## src/hdl/rename_pkg.sv

```systemverilog
// fixed geometry of 32 architectural and 64 physical registers; other sizes need new types here
package rename_pkg;

    // register file geometry
    localparam int ARCH_REGS = 32;
    localparam int PHYS_REGS = 64;

    // free list and history hold every register beyond the architectural set
    localparam int FREE_DEPTH = PHYS_REGS - ARCH_REGS;
    localparam int FREE_IDX_W = $clog2(FREE_DEPTH);

    // architectural register index, x0..x31
    typedef logic [$clog2(ARCH_REGS)-1:0] arch_reg_t;

    // physical register number, p0 is permanently x0
    typedef logic [$clog2(PHYS_REGS)-1:0] preg_t;

    // raw instruction word
    typedef logic [31:0] inst_t;

    // queue pointer with one wrap bit
    typedef logic [FREE_IDX_W:0] hist_ptr_t;

    // major opcodes seen by the decoder, bits [6:0]
    typedef enum logic [6:0] {
        OP     = 7'b0110011,
        OP_IMM = 7'b0010011,
        LOAD   = 7'b0000011,
        STORE  = 7'b0100011,
        BRANCH = 7'b1100011,
        LUI    = 7'b0110111,
        AUIPC  = 7'b0010111,
        JAL    = 7'b1101111,
        JALR   = 7'b1100111
    } opcode_e;

endpackage

```

## src/hdl/rename_decode.sv

```systemverilog
// one instruction per strobe, no back-pressure; unknown opcodes rename with no sources and no rd
`timescale 1ns/1ps

module rename_decode import rename_pkg::*; (
    input  logic      clk,
    input  logic      reset,
    input  logic      inst_valid,
    input  inst_t     inst,
    input  logic      flush,
    input  logic      empty,
    output arch_reg_t dec_rs1,
    output arch_reg_t dec_rs2,
    output arch_reg_t dec_rd,
    output logic      dec_writes_rd,
    output logic      alloc,
    output logic      out_valid,
    output logic      overflow
);

    opcode_e opc;
    logic    use_rs1;
    logic    use_rs2;
    logic    use_rd;
    logic    writes_rd;
    logic    vld_q;
    logic    wr_q;

    assign opc = opcode_e'(inst[6:0]);

    // which fields the instruction format actually carries
    always_comb begin
        use_rs1 = 1'b0;
        use_rs2 = 1'b0;
        use_rd  = 1'b0;
        case (opc)
            OP: begin
                use_rs1 = 1'b1;
                use_rs2 = 1'b1;
                use_rd  = 1'b1;
            end
            OP_IMM, LOAD, JALR: begin
                use_rs1 = 1'b1;
                use_rd  = 1'b1;
            end
            STORE, BRANCH: begin
                use_rs1 = 1'b1;
                use_rs2 = 1'b1;
            end
            LUI, AUIPC, JAL: begin
                use_rd = 1'b1;
            end
            default: begin
                use_rd = 1'b0;
            end
        endcase
    end

    // rd = x0 never needs a fresh register
    assign writes_rd = use_rd && (inst[11:7] != '0);

    // strobe and write flag, flush drops whatever arrives this cycle
    always_ff @(posedge clk) begin
        if (reset || flush) begin
            vld_q <= 1'b0;
            wr_q  <= 1'b0;
        end else begin
            vld_q <= inst_valid;
            wr_q  <= inst_valid && writes_rd;
        end
    end

    // register indices, unused ones forced to x0
    always_ff @(posedge clk) begin
        if (inst_valid) begin
            dec_rs1 <= use_rs1 ? arch_reg_t'(inst[19:15]) : '0;
            dec_rs2 <= use_rs2 ? arch_reg_t'(inst[24:20]) : '0;
            dec_rd  <= writes_rd ? arch_reg_t'(inst[11:7]) : '0;
        end
    end

    assign dec_writes_rd = wr_q;

    // rd writer with an empty free list is dropped and reported
    assign out_valid = vld_q && (!wr_q || !empty);
    assign overflow  = vld_q && wr_q && empty;
    assign alloc     = vld_q && wr_q && !empty;

endmodule

```

## src/hdl/map_table.sv

```systemverilog
// x0 always reads p0 ready; flush restores every entry from the architectural map, all ready
`timescale 1ns/1ps

module map_table import rename_pkg::*; (
    input  logic      clk,
    input  logic      reset,
    input  arch_reg_t dec_rs1,
    input  arch_reg_t dec_rs2,
    input  arch_reg_t dec_rd,
    input  logic      alloc,
    input  preg_t     alloc_preg,
    input  logic      cdb_valid,
    input  preg_t     cdb_preg,
    input  logic      ret_valid,
    input  arch_reg_t ret_rd,
    input  preg_t     ret_new_preg,
    input  logic      flush,
    input  arch_reg_t arch_query_idx,
    output preg_t     prs1,
    output preg_t     prs2,
    output preg_t     old_preg,
    output preg_t     arch_query_preg,
    output logic      prs1_ready,
    output logic      prs2_ready
);

    // speculative map with ready bits
    preg_t                spec_map [ARCH_REGS];
    logic [ARCH_REGS-1:0] spec_rdy;

    // committed state, no ready bit since retired values are complete
    preg_t                arch_map [ARCH_REGS];

    // source lookup, {ready, preg}
    // a broadcast this cycle already counts as ready
    function automatic logic [$bits(preg_t):0] read_src(arch_reg_t idx);
        preg_t p;
        logic  rdy;
        p   = spec_map[idx];
        rdy = spec_rdy[idx] || (cdb_valid && (cdb_preg == p));
        if (idx == '0) begin
            p   = '0;
            rdy = 1'b1;
        end
        return {rdy, p};
    endfunction

    // sources read the mapping from before this cycle's write
    always_comb begin
        {prs1_ready, prs1} = read_src(dec_rs1);
        {prs2_ready, prs2} = read_src(dec_rs2);
    end

    // previous mapping of rd, reported with the rename
    assign old_preg = (dec_rd == '0) ? preg_t'(0) : spec_map[dec_rd];

    // committed mapping for external query
    assign arch_query_preg = (arch_query_idx == '0) ? preg_t'(0) : arch_map[arch_query_idx];

    // speculative map update
    // later statements win: cdb, then new dest, then flush restore
    always_ff @(posedge clk) begin
        if (reset) begin
            for (int i = 0; i < ARCH_REGS; i++) begin
                spec_map[i] <= preg_t'(i);
            end
            spec_rdy <= '1;
        end else begin
            // every entry mapped to the broadcast register becomes ready
            if (cdb_valid) begin
                for (int i = 0; i < ARCH_REGS; i++) begin
                    if (spec_map[i] == cdb_preg) begin
                        spec_rdy[i] <= 1'b1;
                    end
                end
            end

            // fresh destination waits for its own broadcast
            if (alloc) begin
                spec_map[dec_rd] <= alloc_preg;
                spec_rdy[dec_rd] <= 1'b0;
            end

            // restore, forwarding a retire from the same cycle
            if (flush) begin
                for (int i = 0; i < ARCH_REGS; i++) begin
                    if (ret_valid && (ret_rd == arch_reg_t'(i))) begin
                        spec_map[i] <= ret_new_preg;
                    end else begin
                        spec_map[i] <= arch_map[i];
                    end
                end
                spec_rdy <= '1;
            end
        end
    end

    // architectural map, written only at retire
    always_ff @(posedge clk) begin
        if (reset) begin
            for (int i = 0; i < ARCH_REGS; i++) begin
                arch_map[i] <= preg_t'(i);
            end
        end else if (ret_valid) begin
            arch_map[ret_rd] <= ret_new_preg;
        end
    end

endmodule

```

## src/hdl/free_list.sv

```systemverilog
// alloc must only be raised while empty is low; holds FREE_DEPTH registers, starting at ARCH_REGS
`timescale 1ns/1ps

module free_list import rename_pkg::*; (
    input  logic  clk,
    input  logic  reset,
    input  logic  alloc,
    input  logic  ret_valid,
    input  preg_t ret_old_preg,
    input  logic  flush,
    output preg_t alloc_preg,
    output logic  empty
);

    preg_t     mem [FREE_DEPTH];

    // head: next to hand out
    // commit_head: oldest register not yet retired
    // tail: where freed registers go back
    hist_ptr_t head;
    hist_ptr_t commit_head;
    hist_ptr_t tail;
    hist_ptr_t commit_next;

    // tail always sits one full lap ahead of commit_head
    assign commit_next = ret_valid ? commit_head + hist_ptr_t'(1) : commit_head;

    assign alloc_preg = mem[head[FREE_IDX_W-1:0]];
    assign empty      = (head == tail);

    always_ff @(posedge clk) begin
        if (reset) begin
            head        <= '0;
            commit_head <= '0;
            tail        <= hist_ptr_t'(FREE_DEPTH);
        end else begin
            commit_head <= commit_next;
            if (ret_valid) begin
                tail <= tail + hist_ptr_t'(1);
            end
            // flush rewinds past everything speculative, retire included
            if (flush) begin
                head <= commit_next;
            end else if (alloc) begin
                head <= head + hist_ptr_t'(1);
            end
        end
    end

    // contents start as ARCH_REGS..PHYS_REGS-1 in order
    always_ff @(posedge clk) begin
        if (reset) begin
            for (int i = 0; i < FREE_DEPTH; i++) begin
                mem[i] <= preg_t'(ARCH_REGS + i);
            end
        end else if (ret_valid) begin
            // slot under tail held the register just committed
            mem[tail[FREE_IDX_W-1:0]] <= ret_old_preg;
        end
    end

endmodule

```

## src/hdl/rename_history.sv

```systemverilog
// never overflows since pushes are bounded by free-list capacity; retire with nothing pending is ignored
`timescale 1ns/1ps

module rename_history import rename_pkg::*; (
    input  logic      clk,
    input  logic      reset,
    input  logic      alloc,
    input  arch_reg_t dec_rd,
    input  preg_t     alloc_preg,
    input  preg_t     old_preg,
    input  logic      retire_valid,
    input  logic      flush,
    output logic      ret_valid,
    output arch_reg_t ret_rd,
    output preg_t     ret_new_preg,
    output preg_t     ret_old_preg
);

    // one entry per allocated rename, oldest at head
    arch_reg_t rd_mem  [FREE_DEPTH];
    preg_t     new_mem [FREE_DEPTH];
    preg_t     old_mem [FREE_DEPTH];

    hist_ptr_t head;
    hist_ptr_t tail;
    logic      hist_empty;

    assign hist_empty = (head == tail);

    // retire only counts when something is pending
    assign ret_valid = retire_valid && !hist_empty;

    // oldest entry is always presented
    assign ret_rd       = rd_mem[head[FREE_IDX_W-1:0]];
    assign ret_new_preg = new_mem[head[FREE_IDX_W-1:0]];
    assign ret_old_preg = old_mem[head[FREE_IDX_W-1:0]];

    // pointers
    // flush discards all, retire this cycle already went to the map
    always_ff @(posedge clk) begin
        if (reset || flush) begin
            head <= '0;
            tail <= '0;
        end else begin
            if (ret_valid) begin
                head <= head + hist_ptr_t'(1);
            end
            if (alloc) begin
                tail <= tail + hist_ptr_t'(1);
            end
        end
    end

    // entry payload
    always_ff @(posedge clk) begin
        if (alloc) begin
            rd_mem[tail[FREE_IDX_W-1:0]]  <= dec_rd;
            new_mem[tail[FREE_IDX_W-1:0]] <= alloc_preg;
            old_mem[tail[FREE_IDX_W-1:0]] <= old_preg;
        end
    end

endmodule

```

## src/hdl/rename_unit.sv

```systemverilog
// single rename per cycle, fixed latency 1, overflow reported instead of stalling; environment orders retires
`timescale 1ns/1ps

module rename_unit import rename_pkg::*; (
    input  logic      clk,
    input  logic      reset,
    input  logic      inst_valid,
    input  inst_t     inst,
    input  logic      cdb_valid,
    input  preg_t     cdb_preg,
    input  logic      retire_valid,
    input  logic      flush,
    input  arch_reg_t arch_query_idx,
    output logic      out_valid,
    output preg_t     out_prs1,
    output logic      out_prs1_ready,
    output preg_t     out_prs2,
    output logic      out_prs2_ready,
    output logic      out_writes_rd,
    output preg_t     out_prd,
    output preg_t     out_old_prd,
    output logic      overflow,
    output logic      rename_full,
    output preg_t     arch_query_preg
);

    // decode to map
    arch_reg_t dec_rs1;
    arch_reg_t dec_rs2;
    arch_reg_t dec_rd;
    logic      alloc;

    // free list
    preg_t     alloc_preg;
    logic      empty;

    // map to history
    preg_t     old_preg;

    // retiring entry
    logic      ret_valid;
    arch_reg_t ret_rd;
    preg_t     ret_new_preg;
    preg_t     ret_old_preg;

    rename_decode rename_decode_inst (
        .clk           (clk),
        .reset         (reset),
        .inst_valid    (inst_valid),
        .inst          (inst),
        .flush         (flush),
        .empty         (empty),
        .dec_rs1       (dec_rs1),
        .dec_rs2       (dec_rs2),
        .dec_rd        (dec_rd),
        .dec_writes_rd (out_writes_rd),
        .alloc         (alloc),
        .out_valid     (out_valid),
        .overflow      (overflow)
    );

    map_table map_table_inst (
        .clk             (clk),
        .reset           (reset),
        .dec_rs1         (dec_rs1),
        .dec_rs2         (dec_rs2),
        .dec_rd          (dec_rd),
        .alloc           (alloc),
        .alloc_preg      (alloc_preg),
        .cdb_valid       (cdb_valid),
        .cdb_preg        (cdb_preg),
        .ret_valid       (ret_valid),
        .ret_rd          (ret_rd),
        .ret_new_preg    (ret_new_preg),
        .flush           (flush),
        .arch_query_idx  (arch_query_idx),
        .prs1            (out_prs1),
        .prs2            (out_prs2),
        .old_preg        (old_preg),
        .arch_query_preg (arch_query_preg),
        .prs1_ready      (out_prs1_ready),
        .prs2_ready      (out_prs2_ready)
    );

    free_list free_list_inst (
        .clk          (clk),
        .reset        (reset),
        .alloc        (alloc),
        .ret_valid    (ret_valid),
        .ret_old_preg (ret_old_preg),
        .flush        (flush),
        .alloc_preg   (alloc_preg),
        .empty        (empty)
    );

    rename_history rename_history_inst (
        .clk          (clk),
        .reset        (reset),
        .alloc        (alloc),
        .dec_rd       (dec_rd),
        .alloc_preg   (alloc_preg),
        .old_preg     (old_preg),
        .retire_valid (retire_valid),
        .flush        (flush),
        .ret_valid    (ret_valid),
        .ret_rd       (ret_rd),
        .ret_new_preg (ret_new_preg),
        .ret_old_preg (ret_old_preg)
    );

    // new and old destination ride along with the rename
    assign out_prd     = alloc_preg;
    assign out_old_prd = old_preg;

    // no free register left for another rd writer
    assign rename_full = empty;

endmodule

```

## config.mk

```make
export PLATFORM = sky130hd
export DESIGN_NAME = rename_unit
export DESIGN_NICKNAME = d
export VERILOG_FILES = /design/src/hdl/rename_pkg.sv /design/src/hdl/rename_decode.sv /design/src/hdl/map_table.sv /design/src/hdl/free_list.sv /design/src/hdl/rename_history.sv /design/src/hdl/rename_unit.sv
export SDC_FILE = /design/constraint.sdc
export NUM_CORES = 2
export LEC_CHECK = 0
export BUFFER_PORTS_ARGS = -buffer_cell sky130_fd_sc_hd__buf_2
export CAP_MARGIN = 20
export CORE_MARGIN = 1.5
export CORE_UTILIZATION = 57
export DETAILED_ROUTE_END_ITERATION = 12
export PLACE_DENSITY_LB_ADDON = 0.1
export SYNTH_ARGS = -nofsm -noshare
export SYNTH_HDL_FRONTEND = slang
export SYNTH_SLANG_ARGS = --single-unit
```

## constraint.sdc

```tcl
create_clock -name clk -period 3.9 [get_ports clk]
set_clock_uncertainty 0.2 [all_clocks]
set_input_delay 0.195 -clock clk [delete_from_list [all_inputs] [get_ports clk]]
set_output_delay 0.195 -clock clk [all_outputs]
set_load 0.02 [all_outputs]
```

==> run summary <==
The flip-flop cell with the highest count after synthesis is sky130_fd_sc_hd__edfxtp_1. The floorplan has 118 rows. The shortest period the worst path allows was 3.85 ns; the total routing usage reported by global routing was 33.6%.

CTS placed an instance of sky130_fd_sc_hd__clkbuf_16 at the clock tree root. The die covers 107000 µm². The logs give 66 for the maximum number of pins on one net before global-route repair and 0 for the yosys synthesis warning count.

The effective utilization at floorplan came out at 57.7%. Of all nets on the critical path, the largest fanout is 21. The number of nets handed over by synthesis was 4044. The share of synthesized flip-flops with an asynchronous set or reset is 0%, and the slew at the pin closest to its max-slew limit is 1.15 ns. The total area inside the core boundary comes to 104000 µm².

Max-cap violations in this run came to 0. The logs give 130 for the clock buffer count from CTS and 9 for the number of antenna violations at the first check in global routing. The final route contains 38500 vias.

Per report_power, the combinational group accounts for 8.2% of the total. The average instance in the mapped netlist occupies 15.1 µm². The tools report the max-slew violation count as 0. The logs give 4 for the maximum level of the CTS H-tree and 0.0189 ns for the post-route worst hold slack. In this run the power density over the cells is 435 nW/µm². The gate count of the mapped netlist was 3984; the I/O pin total was 85. Simple logic cell fraction of the synthesized area: 9.35%. The number of synthesized flops with an enable pin was 1135; the netlist area before placement was 60000 µm². The die is 327 µm tall. At the end of the flow, the number of nets in the layout was 4258. Number of I/O port buffers: 74. Yosys attributes the largest share of cell area to sky130_fd_sc_hd__edfxtp_1 (57%), sky130_fd_sc_hd__mux4_2 (18%), sky130_fd_sc_hd__dfxtp_1 (3.0%), sky130_fd_sc_hd__nor2_1 (2.6%), sky130_fd_sc_hd__mux2i_1 (2.3%).

The first global-routing pass estimated 258 mm of wire. CTS saw 1224 sinks. Of the post-synthesis cell area, the dominant cell type holds 56.8%. The run gives 0.76 ns as the clock insertion delay at the later pin of the skew report.

Of the total power, the share spent switching nets is 23.6%. In the final timing run, aggregate negative setup slack is 0 ns. The number of global-route vias before repair is 36900. Ranked by instance count, the synthesized netlist is headed by sky130_fd_sc_hd__edfxtp_1 (1135), sky130_fd_sc_hd__mux4_2 (478), sky130_fd_sc_hd__nor2_1 (417). The share of the synthesized area in compound gates (AO/OA/AOI/OAI) was 4.07%; the static leakage was 0.0218 µW. For the HPWL after detailed placement, the log shows 126 mm. The run finished with clean final reports.

After the flow finishes, the layout carries non-filler instances totaling 5678. Setup violations remaining at the end of the flow were counted as 0. The logs give 59.8% for the sequential fraction of the synthesis area and 179 mm for the final wirelength. TritonCTS built the clock tree. The fraction of power consumed by sequential logic is 50.3%. Most common cell in the synthesized netlist: sky130_fd_sc_hd__edfxtp_1. STA classifies the critical path startpoint as a flip-flop. Setup repair after global routing could not meet its margin everywhere. The clock network burns 41.5% of the power.

STA classifies the critical path endpoint as a flip-flop. Timing would allow up to 0.260 GHz. The DRC violation count after routing was 0; the routed via count divided by cell count was 6.77.

The clock-pin slew of the registers on the worst-case setup and hold paths came out at 0.06 ns. The summed area of non-filler cells in the final layout was 68600 µm²; the XOR/XNOR share of the synthesized area was 3.50%. For this block, the initial DRC count from the detailed router was 6127.

Worst hold-check path type: in -> reg. The portion of the clock cycle consumed by the worst path in the final layout works out to 98.8%. The run gives 0 as the number of hold-slack violations in the final timing report.

The unique cell type count in the Yosys netlist was 66; the cell count after placement was 5394. The run gives 4.12 ns as the data arrival time at the worst-slack endpoint. The maximum number of buffers from clock root to sink is 3. The global-route congestion overflow total is 0, and the data required time of the critical path is 4.17 ns. In this run the power spent charging and discharging nets is 7050 µW. Maximum resistive drop on vdd: 0.395 mV.

For this run, the detailed router's first-pass iteration total came to 9. Measured against its own limit, the worst slew margin works out to 23.2%. The internal portion of the total power is 22800 µW. The placer's final routability congestion estimate is 1.02.

The main combinational cell family by area after synthesis was multiplexers. Largest area contributor in the netlist: sky130_fd_sc_hd__edfxtp_1. The startpoint-to-endpoint class of the critical path was reg -> reg. After detailed placement, the total cell area comes to 63700 µm².

Of the post-synthesis cell area, the part taken by muxes is 20.7%. The number of synthesized register bits is 1224, and the die outline width is 327 µm. Summing the areas of all fa, ha and maj instances in the mapped netlist gives 0.229% of the synthesized area.

Compared with the post-synthesis result, the final layout area differs by 14.3%. The residual antenna-violating net count after detailed routing came out at 0. In the final layout, the share of cells above drive strength 1 is 28.4%. In the final routed layout, each cell accounts on average for 31.5 µm.
-- power by group through the flow --
stage                     logic [µW]  registers, µW  clock network, µW
after global routing            2530          15000              13000
final                           2440          15000              12400
after global placement          2270          15300                  0
after CTS                       2370          15000              12500
after floorplan                 1460          15100                  0
after detailed placement        2300          15300                  0
-- sequential cells by signal (all words and copies together), names as in the netlist, named ones only --
name,cells
free_list_inst.mem,192
map_table_inst.arch_map,192
map_table_inst.spec_map,192
rename_history_inst.new_mem,192
rename_history_inst.old_mem,192
rename_history_inst.rd_mem,160
map_table_inst.spec_rdy,32
free_list_inst.commit_head,6
free_list_inst.head,6
free_list_inst.tail,6
rename_history_inst.head,6
rename_history_inst.tail,6
rename_decode_inst.dec_rd,5
rename_decode_inst.dec_rs1,5
rename_decode_inst.dec_rs2,5
rename_decode_inst.dec_writes_rd,1
rename_decode_inst.vld_q,1
-- cell usage in the layout (no fill, tap or decap), drive strengths merged, types with 19 or more instances in the layout --
| cell | instances |
|---|---|
| mux2i | 139 |
| inv | 27 |
| a311oi | 27 |
| o22ai | 80 |
| nand3 | 41 |
| nor3 | 47 |
| xor2 | 125 |
| and3 | 42 |
| mux2 | 22 |
| buf | 362 |
| mux4 | 478 |
| nor2b | 54 |
| dfxtp | 89 |
| nand2 | 285 |
| or2 | 58 |
| edfxtp | 1135 |
| a32oi | 19 |
| and2 | 36 |
| o21ai | 104 |
| dlygate4sd3 | 34 |
| nor2 | 424 |
| o32ai | 39 |
| clkbuf | 156 |
| a22oi | 21 |
| nand2b | 77 |
| xnor2 | 115 |
| nor4 | 35 |
| nand4 | 55 |
| clkinv | 48 |
-- cell type report --
type,instances,area (µm²)
Sequential cell,1224,35900
Fill cell,7289,35400
Multi-Input combinational cell,2427,23100
Timing Repair Buffer,396,3540
Clock buffer,156,3450
Tap cell,1380,1730
Clock inverter,75,782
Inverter,18,87.6
Timing Repair inverter,1,8.76
Antenna cell,1,2.50
-- kinds of logic (layout without fill, tap and decap cells) --
logic type	Yosys count	count (layout)
AOI/OAI and AO/OA	356	356
xor gates and xnor gates	240	240
adders and majority gates	11	11
buffers and inverters	333	646
DFF	1224	1224
muxes	639	639
other	0	1
and+or+nand+nor	1181	1181
-- metrics by stage --
step	total power [µW]	setup WS [ns]	util [%]
2_1_floorplan	16600	0.121	-
3_3_place_gp	17500	0.0539	61.3
3_5_place_dp	17600	0.0166	61.3
4_1_cts	29800	0.0154	65.9
5_1_grt	30500	-0.0362	66.0
6_report	29800	0.0476	66.0
-- per-layer routing --
metal | vias to the layer above | share of wire, % | global-route usage [%]
li1 | 16000 | - | -
met1 | 19400 | 39 | 48.2
met2 | 2609 | 45 | 50.4
met3 | 410 | 12 | 7.48
met4 | 12 | 4.5 | 13.3
met5 | - | 0.045 | 0
-- worst paths after layout --
| kind | start | endpoint | cells after the start | slack, ns |
|---|---|---|---|---|
| max | flip-flop | map_table_inst.spec_map[27][0] | 11 | 0.05 |
| min | inst[0] | rename_decode_inst.dec_rd[4] | 4 | 0.02 |
| max reg2reg | flip-flop | map_table_inst.spec_map[27][0] | 11 | 0.05 |
| min reg2reg | map_table_inst.spec_rdy[10] | map_table_inst.spec_rdy[10] | 2 | 0.32 |
-- worst max-delay path: stages (launching register included) --
cell                       delay [ns]
sky130_fd_sc_hd__dfxtp_4         0.40
sky130_fd_sc_hd__buf_12          0.20
sky130_fd_sc_hd__mux4_2          0.54
sky130_fd_sc_hd__mux4_2          0.54
sky130_fd_sc_hd__mux2i_2         0.19
sky130_fd_sc_hd__buf_4           0.22
sky130_fd_sc_hd__nand3_1         0.17
sky130_fd_sc_hd__buf_12          0.20
sky130_fd_sc_hd__o21ai_1         0.11
sky130_fd_sc_hd__buf_4           0.16
sky130_fd_sc_hd__nor2_1          0.04
sky130_fd_sc_hd__a311oi_1        0.57
-- timing repair --
action / CTS / global route
buffers inserted: 12 / 6
setup endpoints to repair: 16 / 38
resized for setup: 18 / 19
hold buffers: 34 / 0
gates cloned: 0 / 1
hold endpoints to repair: 105 / 0
Power figures use the tool's default switching activity.
